### src/source/recovery_params.svh
`ifndef RECOVERY_PARAMS_SVH
`define RECOVERY_PARAMS_SVH

// Width of the program counter and of the branch target in bits.
`define RECOVERY_DATA_WIDTH 32

// Number of Hsiao parity bits per data word.
// The SEC-DED code needs log2 of the data width plus two check bits.
`define RECOVERY_PARITY_WIDTH 7

// Depth of the commit buffer in records.
// The core holds exactly this many credits after reset.
`define RECOVERY_INGRESS_DEPTH 4

`endif

### src/source/recovery_pkg.sv
`include "recovery_params.svh"

package recovery_pkg;

  // One commit record as it leaves the core.
  // The branch target only matters when the branch flag is set.
  typedef struct packed {
    logic [`RECOVERY_DATA_WIDTH-1:0] pc;
    logic                            branch;
    logic [`RECOVERY_DATA_WIDTH-1:0] branch_addr;
  } commit_rec_t;

  // A protected word with the parity bits in the upper part.
  typedef logic [`RECOVERY_PARITY_WIDTH+`RECOVERY_DATA_WIDTH-1:0] codeword_t;

  // The syndrome has one bit per parity bit.
  typedef logic [`RECOVERY_PARITY_WIDTH-1:0] syndrome_t;

  // Parity-check columns for the data bits, one column per bit.
  typedef syndrome_t hmatrix_t [`RECOVERY_DATA_WIDTH];

  // Builds the Hsiao check matrix from the weight-three columns in ascending order.
  // All columns are distinct and of odd weight, which keeps double errors detectable.
  function automatic hmatrix_t hsiao_matrix();
    hmatrix_t    cols;
    int unsigned idx;
    cols = '{default: '0};
    idx  = 0;
    for (int unsigned v = 1; v < 2 ** `RECOVERY_PARITY_WIDTH; v++) begin
      if (($countones(v[`RECOVERY_PARITY_WIDTH-1:0]) == 3) && (idx < `RECOVERY_DATA_WIDTH)) begin
        cols[idx] = v[`RECOVERY_PARITY_WIDTH-1:0];
        idx++;
      end
    end
    return cols;
  endfunction

endpackage : recovery_pkg

### src/source/checkpoint_if.sv
`timescale 1ns/1ps
`include "recovery_params.svh"

// Carries one commit record from the ingress buffer to the protected storage.
// A record is taken at each rising edge where valid is high.
interface checkpoint_if;

  // High in each cycle that carries a record.
  logic                            valid;
  // Program counter of the committed instruction.
  logic [`RECOVERY_DATA_WIDTH-1:0] pc;
  // Set when the committed instruction was a taken branch.
  logic                            branch;
  // Target of that branch.
  logic [`RECOVERY_DATA_WIDTH-1:0] branch_addr;

  // The buffer side drives the record.
  modport source (
    output valid,
    output pc,
    output branch,
    output branch_addr
  );

  // The storage side samples the record.
  modport sink (
    input valid,
    input pc,
    input branch,
    input branch_addr
  );

endinterface : checkpoint_if

### src/source/checkpoint_ingress.sv
`timescale 1ns/1ps
`include "recovery_params.svh"

module checkpoint_ingress (
  input  logic                      clk_i,
  input  logic                      rst_ni,
  input  logic                      commit_valid_i,
  input  recovery_pkg::commit_rec_t commit_i,
  input  logic                      recover_i,
  output logic                      credit_o,
  checkpoint_if.source              ckpt
);
  import recovery_pkg::*;

  localparam int unsigned depth     = `RECOVERY_INGRESS_DEPTH;
  localparam int unsigned ptr_width = (depth > 1) ? $clog2(depth) : 1;
  localparam int unsigned cnt_width = $clog2(depth + 1);

  commit_rec_t          mem_q [depth];
  commit_rec_t          head;
  logic [ptr_width-1:0] wr_ptr_q;
  logic [ptr_width-1:0] rd_ptr_q;
  logic [cnt_width-1:0] count_q;
  logic                 push;
  logic                 pop;

  // Pointers wrap at the buffer depth, which need not be a power of two.
  function automatic logic [ptr_width-1:0] next_ptr(logic [ptr_width-1:0] ptr);
    return (ptr == ptr_width'(depth - 1)) ? '0 : ptr + 1'b1;
  endfunction

  // The core only sends while it holds a credit, so every commit is a push.
  assign push = commit_valid_i;
  // Recovery freezes the storage, so records stay here while it is active.
  assign pop  = (count_q != '0) && !recover_i;
  assign head = mem_q[rd_ptr_q];

  // Each pop frees one entry and hands a credit back to the core.
  assign credit_o         = pop;
  assign ckpt.valid       = pop;
  assign ckpt.pc          = head.pc;
  assign ckpt.branch      = head.branch;
  assign ckpt.branch_addr = head.branch_addr;

  always_ff @(posedge clk_i) begin : mem_write
    if (push)
      mem_q[wr_ptr_q] <= commit_i;
  end

  always_ff @(posedge clk_i, negedge rst_ni) begin : ptr_update
    if (!rst_ni) begin
      wr_ptr_q <= '0;
      rd_ptr_q <= '0;
      count_q  <= '0;
    end else begin
      if (push)
        wr_ptr_q <= next_ptr(wr_ptr_q);
      if (pop)
        rd_ptr_q <= next_ptr(rd_ptr_q);
      count_q <= count_q + cnt_width'(push) - cnt_width'(pop);
    end
  end

  // A push into a full buffer means the core sent without a credit.
  no_push_when_full : assert property (@(posedge clk_i) disable iff (!rst_ni)
    commit_valid_i |-> (count_q != cnt_width'(depth)))
    else $error("commit pushed into a full ingress buffer");

  // Credits may only come back for entries that the pointers show as filled.
  credit_needs_data : assert property (@(posedge clk_i) disable iff (!rst_ni)
    credit_o |-> ((wr_ptr_q != rd_ptr_q) || (count_q == cnt_width'(depth))))
    else $error("credit returned from an empty ingress buffer");

endmodule : checkpoint_ingress

### src/source/hsiao_ecc_enc.sv
`timescale 1ns/1ps
`include "recovery_params.svh"

module hsiao_ecc_enc (
  input  logic [`RECOVERY_DATA_WIDTH-1:0] data_i,
  output recovery_pkg::codeword_t         code_o
);
  import recovery_pkg::*;

  // Check matrix columns, shared with the decoder through the package.
  localparam hmatrix_t h_col = hsiao_matrix();

  syndrome_t parity;

  // Each parity bit is the XOR of the data bits whose column has a one in that row.
  // Accumulating whole columns gives the same result row by row.
  always_comb begin
    parity = '0;
    for (int i = 0; i < `RECOVERY_DATA_WIDTH; i++) begin
      parity = parity ^ ({`RECOVERY_PARITY_WIDTH{data_i[i]}} & h_col[i]);
    end
  end

  // Parity goes on top and the data stays readable in the lower bits.
  // The code is linear, so an all-zero word encodes to an all-zero codeword.
  assign code_o = {parity, data_i};

endmodule : hsiao_ecc_enc

### src/source/hsiao_ecc_dec.sv
`timescale 1ns/1ps
`include "recovery_params.svh"

module hsiao_ecc_dec (
  input  recovery_pkg::codeword_t         code_i,
  output logic [`RECOVERY_DATA_WIDTH-1:0] data_o,
  output recovery_pkg::syndrome_t         syndrome_o,
  output logic                            single_err_o,
  output logic                            double_err_o
);
  import recovery_pkg::*;

  localparam hmatrix_t h_col = hsiao_matrix();

  syndrome_t                       syndrome;
  logic [`RECOVERY_DATA_WIDTH-1:0] data_raw;
  logic [`RECOVERY_DATA_WIDTH-1:0] flip;

  assign data_raw = code_i[`RECOVERY_DATA_WIDTH-1:0];

  // The syndrome is the stored parity XOR the parity recomputed from the data.
  // It is zero for a clean word.
  always_comb begin
    syndrome = code_i[`RECOVERY_DATA_WIDTH +: `RECOVERY_PARITY_WIDTH];
    for (int i = 0; i < `RECOVERY_DATA_WIDTH; i++) begin
      syndrome = syndrome ^ ({`RECOVERY_PARITY_WIDTH{data_raw[i]}} & h_col[i]);
    end
  end

  // A single data-bit error leaves exactly that bit's column as syndrome.
  // Columns are unique, so at most one bit is flipped back.
  always_comb begin
    for (int i = 0; i < `RECOVERY_DATA_WIDTH; i++) begin
      flip[i] = (syndrome == h_col[i]);
    end
  end

  assign data_o     = data_raw ^ flip;
  assign syndrome_o = syndrome;

  // All columns have odd weight, so any single error gives an odd syndrome.
  // Errors in the parity bits give weight one and need no data correction.
  assign single_err_o = ^syndrome;
  // Two errors cancel to an even, nonzero syndrome that cannot be located.
  assign double_err_o = (syndrome != '0) && !(^syndrome);

endmodule : hsiao_ecc_dec

### src/source/recovery_pc.sv
`timescale 1ns/1ps
`include "recovery_params.svh"

module recovery_pc (
  input  logic                            clk_i,
  input  logic                            rst_ni,
  input  logic                            clear_i,
  input  logic                            recover_i,
  input  logic                            fault_inject_i,
  input  logic [5:0]                      fault_bit_i,
  checkpoint_if.sink                      ckpt,
  output logic [`RECOVERY_DATA_WIDTH-1:0] recovery_pc_o,
  output logic                            recovery_branch_o,
  output logic [`RECOVERY_DATA_WIDTH-1:0] recovery_branch_addr_o,
  output logic                            recovery_corrected_o,
  output logic                            recovery_uncorrectable_o
);
  import recovery_pkg::*;

  localparam int unsigned code_width = $bits(codeword_t);

  codeword_t                       pc_d;
  codeword_t                       pc_q;
  codeword_t                       branch_addr_d;
  codeword_t                       branch_addr_q;
  codeword_t                       fault_mask;
  logic                            branch_q;
  logic [`RECOVERY_DATA_WIDTH-1:0] pc_out;
  logic [`RECOVERY_DATA_WIDTH-1:0] branch_addr_out;
  logic                            pc_single;
  logic                            pc_double;
  logic                            addr_single;
  logic                            addr_double;

  // Both fields are encoded before they reach the registers.
  hsiao_ecc_enc i_pc_enc (
    .data_i ( ckpt.pc ),
    .code_o ( pc_d    )
  );

  hsiao_ecc_enc i_branch_addr_enc (
    .data_i ( ckpt.branch_addr ),
    .code_o ( branch_addr_d    )
  );

  // One bit of the stored PC codeword, parity bits included, can be upset on purpose.
  assign fault_mask = codeword_t'(1) << fault_bit_i;

  // A zero PC is never a valid restart point, so it does not overwrite the last one.
  // Fault injection only acts in cycles without a record or a clear.
  always_ff @(posedge clk_i, negedge rst_ni) begin : pc_sampler
    if (!rst_ni) begin
      pc_q <= '0;
    end else if (clear_i) begin
      pc_q <= '0;
    end else if (ckpt.valid) begin
      if (ckpt.pc != '0)
        pc_q <= pc_d;
    end else if (fault_inject_i) begin
      pc_q <= pc_q ^ fault_mask;
    end
  end

  // The target is kept only from records that took a branch.
  always_ff @(posedge clk_i, negedge rst_ni) begin : branch_addr_sampler
    if (!rst_ni)
      branch_addr_q <= '0;
    else if (clear_i)
      branch_addr_q <= '0;
    else if (ckpt.valid && ckpt.branch)
      branch_addr_q <= branch_addr_d;
  end

  // The flag follows every record.
  always_ff @(posedge clk_i, negedge rst_ni) begin : branch_sampler
    if (!rst_ni)
      branch_q <= 1'b0;
    else if (clear_i)
      branch_q <= 1'b0;
    else if (ckpt.valid)
      branch_q <= ckpt.branch;
  end

  hsiao_ecc_dec i_pc_dec (
    .code_i       ( pc_q      ),
    .data_o       ( pc_out    ),
    .syndrome_o   (           ),
    .single_err_o ( pc_single ),
    .double_err_o ( pc_double )
  );

  hsiao_ecc_dec i_branch_addr_dec (
    .code_i       ( branch_addr_q   ),
    .data_o       ( branch_addr_out ),
    .syndrome_o   (                 ),
    .single_err_o ( addr_single     ),
    .double_err_o ( addr_double     )
  );

  // Outputs stay zero outside recovery.
  // The stored target only counts when the stored flag says a branch was taken.
  assign recovery_pc_o            = recover_i ? pc_out : '0;
  assign recovery_branch_o        = recover_i && branch_q;
  assign recovery_branch_addr_o   = (recover_i && branch_q) ? branch_addr_out : '0;
  assign recovery_corrected_o     = recover_i && (pc_single || (branch_q && addr_single));
  assign recovery_uncorrectable_o = recover_i && (pc_double || (branch_q && addr_double));

  // Injection must land inside the codeword.
  fault_bit_in_range : assert property (@(posedge clk_i) disable iff (!rst_ni)
    fault_inject_i |-> (fault_bit_i < code_width))
    else $error("fault bit outside the PC codeword");

  // A stored PC decodes back to the value that was written, through encoder and decoder.
  pc_round_trip : assert property (@(posedge clk_i) disable iff (!rst_ni)
    (ckpt.valid && !clear_i && (ckpt.pc != '0)) |=> (pc_out == $past(ckpt.pc)))
    else $error("stored PC does not decode to the written value");

endmodule : recovery_pc

### src/source/recovery_unit.sv
`timescale 1ns/1ps
`include "recovery_params.svh"

module recovery_unit (
  input  logic                            clk_i,
  input  logic                            rst_ni,
  // Zeroes the stored state at the next edge.
  input  logic                            clear_i,
  // Holds commits in the buffer and opens the read-out.
  input  logic                            recover_i,
  // Commit stream from the core, one record per credit.
  input  logic                            commit_valid_i,
  input  logic [`RECOVERY_DATA_WIDTH-1:0] commit_pc_i,
  input  logic                            commit_branch_i,
  input  logic [`RECOVERY_DATA_WIDTH-1:0] commit_branch_addr_i,
  // Upsets one bit of the stored PC codeword.
  input  logic                            fault_inject_i,
  input  logic [5:0]                      fault_bit_i,
  // One pulse per record that leaves the buffer.
  output logic                            credit_o,
  // Corrected restart state.
  output logic [`RECOVERY_DATA_WIDTH-1:0] recovery_pc_o,
  output logic                            recovery_branch_o,
  output logic [`RECOVERY_DATA_WIDTH-1:0] recovery_branch_addr_o,
  output logic                            recovery_corrected_o,
  output logic                            recovery_uncorrectable_o
);
  import recovery_pkg::*;

  commit_rec_t commit_rec;

  // Record between the buffer and the protected storage.
  checkpoint_if ckpt_bus ();

  // The flat core ports are gathered into one record for the buffer.
  assign commit_rec.pc          = commit_pc_i;
  assign commit_rec.branch      = commit_branch_i;
  assign commit_rec.branch_addr = commit_branch_addr_i;

  checkpoint_ingress i_ingress (
    .clk_i          ( clk_i          ),
    .rst_ni         ( rst_ni         ),
    .commit_valid_i ( commit_valid_i ),
    .commit_i       ( commit_rec     ),
    .recover_i      ( recover_i      ),
    .credit_o       ( credit_o       ),
    .ckpt           ( ckpt_bus       )
  );

  // Storage, decoders and output gating live in one block.
  recovery_pc i_recovery_pc (
    .clk_i                    ( clk_i                    ),
    .rst_ni                   ( rst_ni                   ),
    .clear_i                  ( clear_i                  ),
    .recover_i                ( recover_i                ),
    .fault_inject_i           ( fault_inject_i           ),
    .fault_bit_i              ( fault_bit_i              ),
    .ckpt                     ( ckpt_bus                 ),
    .recovery_pc_o            ( recovery_pc_o            ),
    .recovery_branch_o        ( recovery_branch_o        ),
    .recovery_branch_addr_o   ( recovery_branch_addr_o   ),
    .recovery_corrected_o     ( recovery_corrected_o     ),
    .recovery_uncorrectable_o ( recovery_uncorrectable_o )
  );

endmodule : recovery_unit

### config.mk
export PLATFORM = sky130hd
export DESIGN_NAME = recovery_unit
export DESIGN_NICKNAME = d
export VERILOG_FILES = /design/src/source/recovery_pkg.sv /design/src/source/checkpoint_if.sv /design/src/source/checkpoint_ingress.sv /design/src/source/hsiao_ecc_enc.sv /design/src/source/hsiao_ecc_dec.sv /design/src/source/recovery_pc.sv /design/src/source/recovery_unit.sv
export VERILOG_INCLUDE_DIRS = /design/src /design/src/source
export SDC_FILE = /design/constraint.sdc
export NUM_CORES = 1
export LEC_CHECK = 0
export ABC_AREA = 1
export BUFFER_PORTS_ARGS = -buffer_cell sky130_fd_sc_hd__buf_4
export CORE_AREA = 4 4 283 285
export CTS_BUF_LIST = sky130_fd_sc_hd__clkbuf_4 sky130_fd_sc_hd__clkbuf_8
export DETAILED_ROUTE_END_ITERATION = 16
export DIE_AREA = 0 0 287 289
export GPL_TIMING_DRIVEN = 1
export PLACE_DENSITY = 0.51
export SKIP_CTS_REPAIR_TIMING = 1
export SYNTH_ARGS = -nofsm -noshare
export SYNTH_HDL_FRONTEND = slang
export SYNTH_HIERARCHICAL = 1
export SYNTH_SLANG_ARGS = --single-unit
### constraint.sdc
create_clock -name clk_i -period 3 [get_ports clk_i]
set_input_delay 0.15 -clock clk_i [delete_from_list [all_inputs] [get_ports clk_i]]
set_output_delay 0.15 -clock clk_i [all_outputs]
set_load 0.005 [all_outputs]
==> results of run 1 <==
[metrics by stage]
step,std cells,utilization [%],setup slack (ns),TNS (ns),area [µm²]
2_1_floorplan,3039,-,0.535,0,23100
3_3_place_gp,4173,33.0,0.0461,0,25500
3_5_place_dp,4173,33.0,0.120,0,25500
4_1_cts,4278,34.5,-0.582,-22.37,26700
5_1_grt,4417,38.0,-0.542,-22.67,29400
6_report,4417,38.0,-0.320,-10.61,29400
[layer usage]
metal	wire length (µm)	up-vias	track usage, %
met3	2740	95	2.45
li1	-	10109	-
met5	13	-	0
met2	32100	360	26.3
met4	1560	2	4.59
met1	32000	8926	21.9
[how the worst max path moves through the flow]
| stage | from | endpoint | slack (ns) | cells after the start |
|---|---|---|---|---|
| 6_report | i_recovery_pc/branch_addr_q[9] | recovery_branch_addr_o[12] | -0.32 | 15 |
| 5_1_grt | i_recovery_pc/branch_addr_q[9] | recovery_uncorrectable_o | -0.54 | 15 |
| 4_1_cts | i_recovery_pc/branch_addr_q[2] | recovery_uncorrectable_o | -0.58 | 14 |
| 3_5_place_dp | i_recovery_pc/branch_addr_q[2] | recovery_uncorrectable_o | 0.12 | 14 |
| 3_3_place_gp | i_recovery_pc/branch_addr_q[15] | recovery_uncorrectable_o | 0.05 | 15 |
| 2_1_floorplan | i_recovery_pc/pc_q[15] | recovery_uncorrectable_o | 0.53 | 14 |
[registers in the layout (all words and copies together), names as in the netlist]
signal / flops
i_ingress/wr_ptr_q: 2
i_recovery_pc/pc_q: 39
i_recovery_pc/branch_addr_q: 39
i_ingress/count_q: 3
i_recovery_pc/branch_q: 1
i_ingress/rd_ptr_q: 2
i_ingress/mem_q: 260
[critical path, delay by kind of cell, from the launching register on]
kind | cells | cell delay, ns
adders and majority gates | 1 | 0.18
buffers and inverters | 5 | 0.53
DFF | 1 | 0.41
and+or+nand+nor | 3 | 0.26
xor gates and xnor gates | 6 | 1.17
[cell type report]
class	instances	share of cell area [%]
antenna	4	0.0340
clock buffer	80	3.34
clock inverter	25	0.634
inverter	464	6.03
multi-input combinational	2052	39.1
sequential	346	34.1
tap	1040	4.43
timing repair buffer	406	12.4
==> results_dict.tcl, run 1 <==
set metrics [dict create \
    tightest_slew_ns 0.781 \
    multi_input_area_mm2 0.0115 \
    cp_cell_sequence "xnor2_2, xnor2_2, xor2_1, xor2_1, xor2_1, inv_1, buf_4, ha_4, nand2_1, inv_2, nand2_1, xor2_1, inv_1, nor2_1, buf_4" \
    grt_max_degree 80 \
    gr-usage-all-layers_pct 16.0 \
    reg2reg_to "i_recovery_pc/pc_q[5]" \
    min_period_over_period_pct 111 \
    r2r_setup_slack_ns 0.25 \
    drc 0 \
    first_iter_violations 975 \
    crit_fanout 4 \
    grt_antenna_before_repair 8 \
    syn_to_final_growth_pct 27.0 \
    die-area_mm2 0.0829 \
    most-common-layout-cells "1034 x nand2_1, 393 x inv_1, 277 x buf_4, 260 x edfxtp_1, 254 x nand3_1" \
    synth_nets 3134 \
    cts_max_level 2 \
    synthesis.area_mm2 0.0231 \
    clock_sinks 346 \
    critPathArrivalTime_ns 3.17 \
    clock_latency_ns 0.67 \
    cp_common_cell "xor2_1" \
    worstReg2RegStart "i_ingress/rd_ptr_q[1]" \
    path_clk_slew_ns 0.06 \
    slew_headroom_pct 47.9 \
    die-height_um 289 \
    avgSynthCellArea_um2 7.61 \
    clockRootBuffer "clkbuf_8" \
    drive_gt1_share_pct 24.1 \
    hold_start "fault_bit_i[3]" \
    r2r_cells 12 \
    violations "negative setup slack" \
    initial_utilization_pct 29.9 \
    setup.worst_path.end_class "output port" \
    status "complete, but fails checks" \
    cp_slowest_stage_delay_ns 0.41 \
    hpwlAfterDp_mm 49.9 \
    nFillCells 8010 \
    grt_remaining_overflow 0 \
    portBuffers 144 \
    cts-buffers-inserted 57 \
    whs_path_depth 6 \
    worstHoldEndpoint "i_recovery_pc/pc_q[11]" \
    viasPerCell 4.41 \
    postRouteAntennaNets 0 \
    coreArea_mm2 0.0773 \
    routed_wl_mm 68.4 \
    fin_crit_ns 3.32 \
    rsz0062_at_grt "yes" \
    cts.path.max_buffers 3 \
    rows 102 \
    hold_path.class "in -> reg" \
    yosys_warnings 6 \
    gp_congestion 0.866 \
    slowest_stage "dfrtp_1" \
    critPathKind "reg -> out" \
    first_pass_iters 6 \
    drv_slew 0 \
    max_cap_viol_count 0 \
    wire_per_inst_um 15.5 \
    io_pins 145 \
    setup_viol 66 \
    register_area_mm2 0.0100 \
    whs_ns 0.0417 \
    first_global_vias 17792 \
    cts_tree "yes" \
    final_common_cell "nand2_1" \
    setup_slack_ns -0.320 \
    fin_nets 3422 \
    die-width_um 287 \
    required_ns 2.85 \
    hold_viol_final 0 \
    skew_ns 0.0617 \
    vias 19492 \
    grt_pass1_wl_mm 104 \
    worst_setup_path_start_kind "register" \
    synthCells 3039 \
    fmax_ghz 0.301 \
]
Power of run 1 is left out: the tool's default activity adds up to more than one toggle a clock period on the data nets, which glitch-free logic cannot reach.
==> inputs of run 2 (changes only) <==
--- a/config.mk
+++ b/config.mk
@@ -8,12 +8,12 @@
 export LEC_CHECK = 0
 export ABC_AREA = 1
 export BUFFER_PORTS_ARGS = -buffer_cell sky130_fd_sc_hd__buf_4
-export CORE_AREA = 4 4 283 285
+export CORE_AREA = 4 4 246 248
 export CTS_BUF_LIST = sky130_fd_sc_hd__clkbuf_4 sky130_fd_sc_hd__clkbuf_8
 export DETAILED_ROUTE_END_ITERATION = 16
-export DIE_AREA = 0 0 287 289
+export DIE_AREA = 0 0 250 252
 export GPL_TIMING_DRIVEN = 1
-export PLACE_DENSITY = 0.51
+export PLACE_DENSITY = 0.62
 export SKIP_CTS_REPAIR_TIMING = 1
 export SYNTH_ARGS = -nofsm -noshare
 export SYNTH_HDL_FRONTEND = slang
==> run 2 against run 1 <==
The flow still finishes with violations (negative setup slack). Hold slack worse by 0.014 ns. Routed wire length is 10% lower. Clock skew is 0.013 ns lower. Sequential share of layout area is 1.7 points higher. Maximum frequency is 0.73% lower. Non-clock buffer count is 83 lower. Die area is 24% lower. First-iteration DRC count is 36% higher. Highest routed layer unchanged.
==> results_dict.tcl, run 2 (same netlist as run 1, synthesis figures left out) <==
set metrics [dict create \
    status "complete, but fails checks" \
    violations "negative setup slack" \
    slew_headroom_pct 22.9 \
    min_period_over_period_pct 111 \
    grt_max_degree 79 \
    drc 0 \
    grt_pass1_wl_mm 94.8 \
    placed_cells 3854 \
    hold_path.class "in -> async" \
    rows 89 \
    path_clk_slew_ns 0.07 \
    cts-buffers-inserted 53 \
    rsz0062_at_grt "yes" \
    first_pass_iters 5 \
    nFillCells 5683 \
    fin_crit_ns 3.34 \
    coreArea_mm2 0.0585 \
    portBuffers 144 \
    setup_viol 66 \
    die-height_um 252 \
    top_regs "i_ingress/mem_q: 260 flops, i_recovery_pc/branch_addr_q: 39 flops, i_recovery_pc/pc_q: 39 flops" \
    clock_sinks 346 \
    finalNonFillerCells 4059 \
    regMostFlops "i_ingress/mem_q" \
    setup.worst_path.end_class "output port" \
    drv_slew 0 \
    setup_slack_ns -0.344 \
    io_pins 145 \
    first_global_vias 17380 \
    clock_latency_ns 0.63 \
    fmax_ghz 0.299 \
    tightest_slew_ns 1.15 \
    drive_gt1_share_pct 19.7 \
    crit_fanout 5 \
    most-common-layout-cells "1071 x nand2_1, 408 x inv_1, 263 x nand3_1, 260 x edfxtp_1, 201 x buf_4" \
    viasPerCell 4.79 \
    required_ns 2.85 \
    fin_nets 3335 \
    gp_congestion 0.912 \
    largest_reg_flops 260 \
    wire_per_inst_um 15.1 \
    critPathArrivalTime_ns 3.19 \
    cts_tree "yes" \
    syn_to_final_growth_pct 21.0 \
    grt_antenna_before_repair 6 \
    worst_setup_path_start_kind "register" \
    die-area_mm2 0.0630 \
    first_iter_violations 1328 \
    vias 19434 \
    gr-usage-all-layers_pct 18.5 \
    postRouteAntennaNets 0 \
    initial_utilization_pct 39.6 \
    final_common_cell "nand2_1" \
    max_cap_viol_count 0 \
    cts_max_level 2 \
    clockRootBuffer "clkbuf_8" \
    critPathKind "reg -> out" \
    hold_viol_final 0 \
    die-width_um 250 \
    grt_remaining_overflow 0 \
    cts.path.max_buffers 3 \
    routed_wl_mm 61.4 \
    hpwlAfterDp_mm 43.2 \
    skew_ns 0.0488 \
]
==> run 2: metal layers <==
layer,GRT usage (%),vias to the layer above,part of all wire (%)
li1,-,9904,-
met1,26.2,8927,47
met2,29.8,510,46
met3,3.14,89,5.6
met4,4.71,4,2.1
met5,0,-,0.033
==> run 2: per-stage QoR <==
step	hold slack, ns	TNS [ns]	cell area, µm²	util [%]	setup slack (ns)
after floorplan	-0.146	0	23100	-	0.535
after global placement	0.136	0	24800	42.3	0.0971
after detailed placement	0.140	0	24800	42.3	0.104
after CTS	-0.555	-22.63	25900	44.3	-0.592
after global routing	0.0339	-24.51	28000	47.9	-0.619
final	0.0279	-10.32	28000	47.9	-0.344
==> run 2: area by class of cell <==
type | instances | area, µm² | area share (%)
tap | 773 | 967 | 3.45
antenna | 4 | 10.0 | 0.0357
inverter | 464 | 1770 | 6.31
clock inverter | 14 | 124 | 0.442
multi-input combinational | 2052 | 11200 | 40.0
clock buffer | 83 | 992 | 3.54
sequential | 346 | 10000 | 35.7
timing repair buffer | 323 | 2920 | 10.4
==> run 2: worst paths after layout <==
path / cells past startpoint / startpoint / to / slack (ns)
setup / recovery: 14 / i_recovery_pc/branch_addr_q[15] / recovery_corrected_o / -0.34
hold / removal: 2 / rst_ni / i_recovery_pc/pc_q[7] / 0.03
setup reg to reg: 14 / i_ingress/rd_ptr_q[0] / i_recovery_pc/branch_addr_q[37] / 0.30
hold reg to reg: 2 / i_recovery_pc/branch_addr_q[37] / i_recovery_pc/branch_addr_q[37] / 0.54
max in group asynchronous: 3 / rst_ni / i_recovery_pc/branch_addr_q[5] / 2.26
min in group clk_i: 7 / fault_bit_i[4] / i_recovery_pc/pc_q[33] / 0.07
==> run 2: worst max-delay path, stage by stage (launching register included) <==
cell and delay [ns]:
dfrtp_1 0.41, buf_4 0.18, xnor2_1 0.19, xnor2_1 0.16
xnor2_1 0.16, xor2_1 0.27, inv_1 0.17, ha_4 0.30
xnor2_2 0.12, inv_1 0.08, nand3_2 0.08, nand2_4 0.07
a21oi_1 0.20, nor2_1 0.06, buf_4 0.13
Power of run 2 is left out for the same reason.
